<file path="config.mk">
export PLATFORM = sky130hd
export DESIGN_NAME = fetch_top
export DESIGN_NICKNAME = d
export VERILOG_FILES = /design/src/common/fetch_pkg.sv /design/src/common/axi_pkg.sv /design/src/fetch/icache.sv /design/src/fetch/ifu.sv /design/src/hdl/fetch_top.sv
export SDC_FILE = /design/constraint.sdc
export NUM_CORES = 2
export LEC_CHECK = 0
export BUFFER_PORTS_ARGS = -buffer_cell sky130_fd_sc_hd__buf_2
export CORE_AREA = 4 4 389 391
export DETAILED_ROUTE_END_ITERATION = 8
export DIE_AREA = 0 0 393 395
export PLACE_DENSITY = 0.53
export SYNTH_ARGS = -nofsm -noshare
export SYNTH_HDL_FRONTEND = slang
export SYNTH_SLANG_ARGS = --single-unit
</file>
<file path="constraint.sdc">
create_clock -name clk -period 29.4 [get_ports clk]
set_clock_uncertainty 0.05 [all_clocks]
set_input_delay 8.82 -clock clk [delete_from_list [all_inputs] [get_ports clk]]
set_output_delay 8.82 -clock clk [all_outputs]
set_load 0.005 [all_outputs]
</file>
<file path="src/common/fetch_pkg.sv">
// Types shared by the fetch unit and the decode side of the core.
package fetch_pkg;

    // One instruction as it is handed to decode.
    typedef struct packed {
        logic [31:0] pc;    // address of the instruction.
        logic [31:0] inst;  // instruction word, zero when faulted.
        logic        fault; // set when the bus returned an error.
    } fetch_packet_t;

    // Next-PC request from the execute stage.
    typedef struct packed {
        logic        valid;  // replace the sequential PC.
        logic [31:0] target; // new fetch address.
    } redirect_t;

    // Fetch FSM states.
    typedef enum logic [1:0] {
        idle = 2'd0, // looking up the cache with the current PC.
        busy = 2'd1, // block refill in progress on the bus.
        hold = 2'd2  // faulted packet waits for decode.
    } fetch_state_e;

endpackage

</file>
<file path="src/common/axi_pkg.sv">
// AXI read channel types used by the fetch unit.
package axi_pkg;

    // Burst type encodings.
    typedef enum logic [1:0] {
        burst_fixed = 2'b00,
        burst_incr  = 2'b01
    } axi_burst_e;

    // Read response encodings.
    typedef enum logic [1:0] {
        resp_okay   = 2'b00,
        resp_exokay = 2'b01,
        resp_slverr = 2'b10,
        resp_decerr = 2'b11
    } axi_resp_e;

    // Transfer size code for one 32-bit word.
    localparam logic [2:0] size_word = 3'd2;

    // Read address channel payload.
    typedef struct packed {
        logic [31:0] addr;
        logic [3:0]  id;
        logic [7:0]  len;   // beats minus one.
        logic [2:0]  size;
        axi_burst_e  burst;
    } axi_ar_t;

    // Read data channel payload, one beat.
    typedef struct packed {
        logic [31:0] data;
        axi_resp_e   resp;
        logic        last;
        logic [3:0]  id;
    } axi_r_t;

endpackage

</file>
<file path="src/fetch/icache.sv">
`timescale 1ns/1ps

module icache #(
    parameter int block_bytes = 16,
    parameter int sets        = 8
) (
    input  logic                     clk,
    input  logic                     rst,
    input  logic [31:0]              lookup_addr,
    output logic                     hit,
    output logic [31:0]              hit_inst,
    input  logic                     fill_valid,
    input  logic [31:0]              fill_addr,
    input  logic [block_bytes*8-1:0] fill_block
);
    localparam int off_w  = $clog2(block_bytes);
    localparam int idx_w  = $clog2(sets);
    localparam int tag_w  = 32 - off_w - idx_w;
    localparam int sel_w  = (idx_w > 0) ? idx_w : 1;
    localparam int word_w = (off_w > 2) ? off_w - 2 : 1;

    logic [block_bytes*8-1:0] data_q [sets];
    logic [tag_w-1:0]         tag_q  [sets];
    logic [sets-1:0]          valid_q;

    logic [sel_w-1:0]  lk_idx;
    logic [tag_w-1:0]  lk_tag;
    logic [word_w-1:0] lk_word;
    logic [sel_w-1:0]  fl_idx;

    // line index of an address, zero when there is a single line.
    function automatic logic [sel_w-1:0] idx_of(input logic [31:0] addr);
        return sel_w'((addr >> off_w) & 32'(sets - 1));
    endfunction

    function automatic logic [tag_w-1:0] tag_of(input logic [31:0] addr);
        return addr[31 -: tag_w];
    endfunction

    assign lk_idx  = idx_of(lookup_addr);
    assign lk_tag  = tag_of(lookup_addr);
    assign lk_word = word_w'((lookup_addr & 32'(block_bytes - 1)) >> 2);
    assign fl_idx  = idx_of(fill_addr);

    assign hit      = valid_q[lk_idx] && (tag_q[lk_idx] == lk_tag);
    assign hit_inst = data_q[lk_idx][lk_word*32 +: 32];

    always_ff @(posedge clk or posedge rst) begin
        if (rst) begin
            valid_q <= '0;
        end else if (fill_valid) begin
            valid_q[fl_idx] <= 1'b1;
        end
    end

    // the whole line is replaced, there is no partial fill.
    always_ff @(posedge clk) begin
        if (fill_valid) begin
            data_q[fl_idx] <= fill_block;
            tag_q[fl_idx]  <= tag_of(fill_addr);
        end
    end

    a_fill_aligned: assert property (@(posedge clk) disable iff (rst)
        fill_valid |-> (fill_addr & 32'(block_bytes - 1)) == 32'd0);

endmodule

</file>
<file path="src/fetch/ifu.sv">
`timescale 1ns/1ps

module ifu #(
    parameter int          block_bytes = 16,
    parameter logic [31:0] reset_pc    = 32'h3000_0000,
    parameter logic [31:0] sdram_base  = 32'hA000_0000,
    parameter logic [31:0] sdram_end   = 32'hBFFF_FFFF
) (
    input  logic                       clk,
    input  logic                       rst,
    input  fetch_pkg::redirect_t       redirect,
    output logic                       out_valid,
    input  logic                       out_ready,
    output fetch_pkg::fetch_packet_t   out_packet,
    output logic                       ar_valid,
    input  logic                       ar_ready,
    output axi_pkg::axi_ar_t           ar,
    input  logic                       r_valid,
    output logic                       r_ready,
    input  axi_pkg::axi_r_t            r,
    output logic [31:0]                lookup_addr,
    input  logic                       hit,
    input  logic [31:0]                hit_inst,
    output logic                       fill_valid,
    output logic [31:0]                fill_addr,
    output logic [block_bytes*8-1:0]   fill_block
);
    import fetch_pkg::*;
    import axi_pkg::*;

    localparam int words = block_bytes / 4;
    localparam int cnt_w = $clog2(words) + 1;

    fetch_state_e             state;
    logic [31:0]              pc;
    logic [31:0]              next_pc;
    logic [31:0]              blk_base;
    logic                     in_sdram;
    logic [cnt_w-1:0]         beat_cnt;
    logic                     faulted;  // an earlier beat of this burst failed.
    logic [block_bytes*8-1:0] line_buf;

    logic slot_free;
    logic issue_hit;
    logic miss_start;
    logic beat;
    logic beat_err;
    logic burst_mode;
    logic last_beat;
    logic refill_done;
    logic next_req;

    assign next_pc  = redirect.valid ? redirect.target : pc + 32'd4;
    assign blk_base = pc & ~32'(block_bytes - 1);
    assign in_sdram = (blk_base >= sdram_base) && (blk_base <= sdram_end);

    // a new packet may be loaded once the current one is gone or leaves this cycle.
    assign slot_free  = !out_valid || out_ready;
    assign issue_hit  = (state == idle) && slot_free && hit;
    // the cycle of a fill pulse still sees the old tags, so no miss starts there.
    assign miss_start = (state == idle) && slot_free && !hit && !fill_valid;

    assign beat        = (state == busy) && r_valid && r_ready;
    assign beat_err    = faulted || (r.resp == resp_slverr) || (r.resp == resp_decerr);
    assign burst_mode  = (ar.burst == burst_incr);
    assign last_beat   = (beat_cnt == cnt_w'(words - 1));
    // single reads stop at the first error, a burst is drained to its end.
    assign refill_done = beat && (last_beat || (beat_err && !burst_mode));
    assign next_req    = beat && !refill_done && !burst_mode;

    assign lookup_addr = pc;
    assign fill_addr   = blk_base;
    assign fill_block  = line_buf;

    always_ff @(posedge clk or posedge rst) begin
        if (rst) begin
            state      <= idle;
            pc         <= reset_pc;
            out_valid  <= 1'b0;
            ar_valid   <= 1'b0;
            r_ready    <= 1'b0;
            fill_valid <= 1'b0;
            beat_cnt   <= '0;
            faulted    <= 1'b0;
        end else begin
            fill_valid <= 1'b0;
            if (out_valid && out_ready) begin
                out_valid <= 1'b0;
            end
            case (state)
                idle: begin
                    if (issue_hit) begin
                        out_valid <= 1'b1;
                        pc        <= next_pc;
                    end else if (miss_start) begin
                        ar_valid <= 1'b1;
                        beat_cnt <= '0;
                        faulted  <= 1'b0;
                        state    <= busy;
                    end
                end
                busy: begin
                    if (ar_valid && ar_ready) begin
                        ar_valid <= 1'b0;
                        r_ready  <= 1'b1;
                    end
                    if (refill_done) begin
                        r_ready  <= 1'b0;
                        beat_cnt <= '0;
                        if (beat_err) begin
                            out_valid <= 1'b1; // faulted packet skips the cache.
                            pc        <= next_pc;
                            state     <= hold;
                        end else begin
                            fill_valid <= 1'b1;
                            state      <= idle;
                        end
                    end else if (beat) begin
                        beat_cnt <= beat_cnt + 1'b1;
                        faulted  <= beat_err;
                        if (next_req) begin
                            ar_valid <= 1'b1;
                        end
                    end
                end
                hold: begin
                    if (out_ready) begin
                        state <= idle;
                    end
                end
                default: state <= idle;
            endcase
        end
    end

    always_ff @(posedge clk) begin
        if (issue_hit) begin
            out_packet <= '{pc: pc, inst: hit_inst, fault: 1'b0};
        end else if (refill_done && beat_err) begin
            out_packet <= '{pc: pc, inst: 32'h0, fault: 1'b1};
        end

        if (miss_start) begin
            ar <= '{addr:  blk_base,
                    id:    4'd0,
                    len:   in_sdram ? 8'(words - 1) : 8'd0,
                    size:  size_word,
                    burst: in_sdram ? burst_incr : burst_fixed};
        end else if (next_req) begin
            ar.addr <= ar.addr + 32'd4; // next word of the block.
        end

        if (beat) begin
            line_buf[beat_cnt*32 +: 32] <= r.data;
        end
    end

    a_ar_stable: assert property (@(posedge clk) disable iff (rst)
        ar_valid && !ar_ready |=> ar_valid && $stable(ar));

    a_r_ready_busy: assert property (@(posedge clk) disable iff (rst)
        r_ready |-> state == busy);

    a_beat_range: assert property (@(posedge clk) disable iff (rst)
        32'(beat_cnt) < words);

endmodule

</file>
<file path="src/hdl/fetch_top.sv">
`timescale 1ns/1ps

module fetch_top #(
    parameter int          block_bytes = 16,
    parameter int          sets        = 8,
    parameter logic [31:0] reset_pc    = 32'h3000_0000,
    parameter logic [31:0] sdram_base  = 32'hA000_0000,
    parameter logic [31:0] sdram_end   = 32'hBFFF_FFFF
) (
    input  logic                     clk,
    input  logic                     rst,
    input  fetch_pkg::redirect_t     redirect,
    output logic                     out_valid,
    input  logic                     out_ready,
    output fetch_pkg::fetch_packet_t out_packet,
    output logic                     ar_valid,
    input  logic                     ar_ready,
    output axi_pkg::axi_ar_t         ar,
    input  logic                     r_valid,
    output logic                     r_ready,
    input  axi_pkg::axi_r_t          r
);
    logic [31:0]              lookup_addr;
    logic                     hit;
    logic [31:0]              hit_inst;
    logic                     fill_valid;
    logic [31:0]              fill_addr;
    logic [block_bytes*8-1:0] fill_block;

    ifu #(
        .block_bytes (block_bytes),
        .reset_pc    (reset_pc),
        .sdram_base  (sdram_base),
        .sdram_end   (sdram_end)
    ) i_ifu (
        .clk         (clk),
        .rst         (rst),
        .redirect    (redirect),
        .out_valid   (out_valid),
        .out_ready   (out_ready),
        .out_packet  (out_packet),
        .ar_valid    (ar_valid),
        .ar_ready    (ar_ready),
        .ar          (ar),
        .r_valid     (r_valid),
        .r_ready     (r_ready),
        .r           (r),
        .lookup_addr (lookup_addr),
        .hit         (hit),
        .hit_inst    (hit_inst),
        .fill_valid  (fill_valid),
        .fill_addr   (fill_addr),
        .fill_block  (fill_block)
    );

    icache #(
        .block_bytes (block_bytes),
        .sets        (sets)
    ) i_icache (
        .clk         (clk),
        .rst         (rst),
        .lookup_addr (lookup_addr),
        .hit         (hit),
        .hit_inst    (hit_inst),
        .fill_valid  (fill_valid),
        .fill_addr   (fill_addr),
        .fill_block  (fill_block)
    );

endmodule

</file>
After elaboration in Yosys (flattened, before gate mapping)
Memory sizes are Yosys's and may differ from the RTL's.
Cells that the tools add are included.
{"block": "word_totals", "ff_bits": 285, "latchBits": 0, "ram_bits": 1224, "mem_bits_ro": 0, "inputBits": 77, "output_inout_bits": 117, "n_memories": 2}
{"block": "op_classes", "addsub": 4, "n_mul": 0, "div_mod_pow": 0, "n_lt_le_gt_ge": 4, "n_eq_ne": 16, "shift": 3, "n_mux": 51, "n_bitwise": 1, "n_reduce_logical": 36}
{"memory": "i_icache.data_q", "depth": 8, "width": 128, "read_ports": 1, "rd_clocked_by_memory_dff": 0, "wr": 1, "line_no": "icache.sv:22", "rtl": "logic [block_bytes*8-1:0] data_q [sets];"}
{"memory": "i_icache.tag_q", "depth": 8, "width": 25, "read_ports": 1, "rd_clocked_by_memory_dff": 0, "wr": 1, "line_no": "icache.sv:23", "rtl": "logic [tag_w-1:0] tag_q [sets];"}
{"operator": "$mux W32", "count": 6}
{"operator": "$mux W65", "count": 2}
{"operator": "$bwmux W128", "count": 1}
{"operator": "$shift A32 B34 Y128 const A", "count": 1}
{"operator": "$shiftx A128 B8 Y32", "count": 1}
{"operator": "$shiftx A32 B34 Y128", "count": 1}
{"operator": "$add A32 B3 Y32 const B", "count": 2}
{"operator": "$pmux W32 S2", "count": 1}
{"operator": "$neg A8 Y34", "count": 1}
{"operator": "$ge A32 B32 Y1 const B", "count": 1}
{"operator": "$le A32 B32 Y1 const B", "count": 1}
{"operator": "$eq A25 B25 Y1", "count": 1}
{"operator": "$mux W1", "count": 24}
{"operator": "$logic_and A1 B1 Y1", "count": 16}
{"operator": "$mux W2", "count": 6}
{"operator": "$mux W3", "count": 4}
{"operator": "$reduce_and A4 Y1", "count": 3}
{"operator": "$ne A2 B1 Y1 const B", "count": 5}
{"operator": "$or A8 B8 Y8", "count": 1}
{"operator": "$reduce_bool A2 Y1", "count": 4}
{"operator": "$eq A2 B2 Y1 const B", "count": 3}
{"operator": "$ne A2 B2 Y1 const B", "count": 3}
{"operator": "$pmux W1 S2", "count": 3}
{"operator": "$pmux W2 S3", "count": 1}
{"operator": "other kinds (15)", "count": 23}

Logic depth before layout (Yosys ltp)
{"block": "logic_depth", "depth_word": 13, "ltp_mapped": 16, "depth_no_buf": 10}

Modules after synthesis
From an unflattened synthesis, not the netlist that was laid out.
{"block": "hier_totals", "cells_unflattened": 2813, "area_unflattened_um2": 58960.3}
{"mod": "icache", "instances": 1, "cells_each": 1876, "area_per_inst_um2": 46976.3, "seq_area_each_um2": 36955.4}
{"mod": "ifu", "instances": 1, "cells_each": 937, "area_per_inst_um2": 11984.0, "seq_area_each_um2": 7749.9}

Worst setup path before layout
OpenSTA, ideal clock, no wires.
{"block": "synth_timing", "path_type": "input port to flip-flop", "start": "input port r_valid", "end": "register i_ifu.line_buf[100], in the netlist i_ifu.fill_block[100], enable pin", "setup_time_ns": 0.502, "t_arrival_ns": 12.135, "setup_slack_ns": 16.714, "cell_stages": 2, "n_path_buf": 0, "cell_sequence": "nand3_1 nor4_1"}
{"block": "synth_via", "elab_chain_cells": 2}
{"element": "from (decl)", "line_no": "fetch_top.sv:19", "rtl": "input logic r_valid,"}
{"element": "$logic_and A1 B1 Y1 (2 in series)", "line_no": "ifu.sv:63", "rtl": "assign beat = (state == busy) && r_valid && r_ready;"}
{"element": "to (signal, indexed assignment)", "line_no": "ifu.sv:154", "rtl": "line_buf[beat_cnt*32 +: 32] <= r.data;"}
{"element": "to (decl)", "line_no": "ifu.sv:41", "rtl": "logic [block_bytes*8-1:0] line_buf;"}
No other way between the ends.
A chain may end at the register's enable or synchronous reset.

Worst setup path after layout
{"block": "layout_timing", "start": "input port r_valid", "end": "register, netlist name i_ifu.out_packet[31]"}
{"block": "layout_via", "elab_chain_cells": 5}
{"element": "$logic_and A1 B1 Y1 (2 in series)", "line_no": "ifu.sv:63"}
{"element": "$logic_and A1 B1 Y1", "line_no": "ifu.sv:68", "rtl": "assign refill_done = beat && (last_beat || (beat_err && !burst_mode));"}
{"element": "$logic_and A1 B1 Y1", "line_no": "ifu.sv:139", "rtl": "end else if (refill_done && beat_err) begin"}
{"element": "$reduce_bool A2 Y1 (no source line)"}
No other way between the ends.

==> qor.csv <==
metric;value;unit
status;finished clean;
slew_viol_final;0;
synth_edf_count;1445;
grt_setup_unrepaired;false;
rows;141;
multi_input_area;13100;um^2
drive_gt1_frac;0.228;
grt_pass1_vias;31300;
antenna_found_initial;22;
vdd_ir_drop_max;0.0000852;V
dp_hpwl;78900;um
placed_area;61900;um^2
wl_met2;74900;um
whs;416;ps
drt_iter0_markers;2910;
slowest_delay;920;ps
post_cts_resized;0;
cts_tree;yes;
grt_max_degree;128;
post-route-drc-count;0;
fp.dieH;395;um
min_period;11050;ps
postCtsSetupRepairBufs;0;
overflow;0;
tns;0;ps
post_drt_via_cell_ratio;5.64;
max_slew_margin;0.256;
yosys-top-cells-count;edfxtp_1 (1445), mux4_2 (177), and2_1 (164), mux2_2 (114), nor2_1 (111);
arrival;11410;ps
synthFlopType;edfxtp_1;
critPathBufInv;3;
startpoint_type;input port;
synth.distinct_cells;79;
cts-buffers-inserted;158;
critPathMaxFanout;69;
drt-met1-wl;67000;um
htreeDepth;4;
clk_pin_slew;60;ps
synth_top_area_cell;edfxtp_1;
max_cap_violations;0;
synth-async-reset-ratio;0.0334;
gp_congestion;0.762;
cts_max_path_buffers;3;
worst_path_max_delay_cell;buf_4;
start_util;0.399;
fmax;90.5;MHz
pin_count;194;
seq_area;44700;um^2
fillCellCount;12600;
ant_nets;0;
dp_cells;5195;
ys_ff_latch;1498;
fin_cells;5489;
via_count;31000;
final_cell_area;67000;um^2
routed_wl;154000;um
yosysMostFrequentCell;edfxtp_1;
syn_area;58900;um^2
ys_seq_area_frac;0.760;
path_class;in2reg;
power;6.21;mW
finalHoldViolCount;0;
place.port_buffers;171;
topRoutingLayerUsed;met5;
routedWlPerCell;28.0;um
worstSkewPairLatency;790;ps
grtUsageTotal;0.198;
period_share;0.376;
netlist.area_leader.share;0.737;
holdCritPathClass;reg2reg;
critPathTopFamily;buffers and inverters;
cts_root_buf;clkbuf_16;
nets;3508;
cp_cell_sequence;buf_2 -> and3_1 -> o21ai_0 -> or2_2 -> o31a_2 -> inv_4 -> buf_4;
critPathRequiredTime;29750;ps
core_area;147000;um^2
ctsHoldBuffers;0;
wl_met3;8730;um
synthCells;3217;
grt_pass1_wl;223000;um
dieArea;155000;um^2
drt_pass1_iterations;5;
worst_pin_slew;1120;ps
setup_viol;0;
area_delta_synth_final;13.8;%
setup.worst_path.end_class;register;
fp.dieW;393;um
postSynthAreaPerCell;18.3;um^2
leakagePower;21.6;nW
p_per_area;92.7;nW/um^2
yosysWarningCount;0;
yosys-top-cells-area;edfxtp_1 (74%), mux4_2 (6.8%), mux2_2 (2.2%);
cts_sinks;1498;
[final cells by class]
class	count	share of cell area
clock buffer	207	0.0626
sequential	1498	0.668
inverter	21	0.00125
antenna	10	0.000374
timing repair buffer	249	0.0226
clock inverter	77	0.0132
multi-input combinational	1497	0.196
tap	1930	0.0361
[final timing paths]
kind | slack, ps | endpoint | startpoint | cells after the start
min reg2reg | 420 | i_icache.valid_q[7]$_DFFE_PP0P_ | i_icache.valid_q[7]$_DFFE_PP0P_ | 1
max reg2reg | 23130 | i_ifu.out_packet[31]$_DFFE_PP_ | i_ifu.lookup_addr[6]$_DFFE_PP0P_ | 10
max in group asynchronous | 20520 | i_ifu.lookup_addr[5]$_DFFE_PP0P_ | rst | 3
min in group asynchronous | 8180 | i_ifu.lookup_addr[0]$_DFFE_PP0P_ | rst | 3
min | 420 | i_icache.valid_q[7]$_DFFE_PP0P_ | i_icache.valid_q[7]$_DFFE_PP0P_ | 1
max | 18350 | i_ifu.out_packet[31]$_DFFE_PP_ | r_valid | 7
[sequential cells by signal, summed over array words and instances (netlist names)]
| name | count |
|---|---|
| i_ifu.lookup_addr | 32 |
| i_ifu.beat_cnt | 3 |
| i_ifu.faulted | 1 |
| i_ifu.ar | 31 |
| i_ifu.out_valid | 1 |
| i_ifu.r_ready | 1 |
| i_icache.tag_q | 200 |
| i_icache.data_q | 1024 |
| i_ifu.ar_valid | 1 |
| i_icache.valid_q | 8 |
| i_ifu.out_packet | 65 |
| i_ifu.state | 2 |
| i_ifu.fill_block | 128 |
| i_ifu.fill_valid | 1 |
[logic make-up (layout without fill, tap and decap cells)]
| logic type | count (synthesis) | count (layout) | synth area share |
|---|---|---|---|
| flip-flops | 1498 | 1498 | 0.760 |
| AND/OR/NAND/NOR | 526 | 526 | 0.0469 |
| AO/OA/AOI/OAI | 524 | 524 | 0.0605 |
| multiplexers | 387 | 387 | 0.106 |
| buffers and inverters | 236 | 554 | 0.0200 |
| XOR/XNOR | 38 | 38 | 0.00566 |
| adder cells (fa/ha/maj) | 6 | 6 | 0.00128 |
| other | 2 | 26 | 0.000128 |
[metal layers]
metal,up-vias,GRT usage
met1,16400,0.278
met2,913,0.320
li1,13400,-
met4,6,0.0564
met5,-,0
met3,211,0.0340
[stage by stage]
| step | setup slack [ps] | utilization |
|---|---|---|
| global route | 18220 | 0.454 |
| CTS | 18380 | 0.454 |
| finish | 18350 | 0.454 |
| detailed placement | 17520 | 0.420 |
| global placement | 17550 | 0.420 |
| floorplan | 16710 | - |
[power by group]
group	internal [mW]	switching, mW	leakage [nW]
sequential	2.49	0.160	13.7
clock	1.14	0.825	2.47
combinational	0.630	0.969	5.47
total	4.26	1.95	21.6
[placed cells by master, fill, tap and decap left out, drive strengths merged, types with 83 or more instances in the layout]
cell / count
mux4: 177
mux2i: 94
nand2: 83
mux2: 116
edfxtp: 1445
a21oi: 109
o22ai: 103
and2: 164
nor2: 116
o21ai: 86
clkbuf: 207
buf: 249
[worst register-to-register path, stage by stage (launching register included)]
cell and delay [ps]:
dfrtp_4 850, buf_4 690, and2_1 1000, a22oi_1 260, and3b_1 290, nor4_1 300
o2111ai_1 140, or4_4 480, o31a_2 350, inv_4 420, buf_4 950
Power figures use the tool's default switching activity.
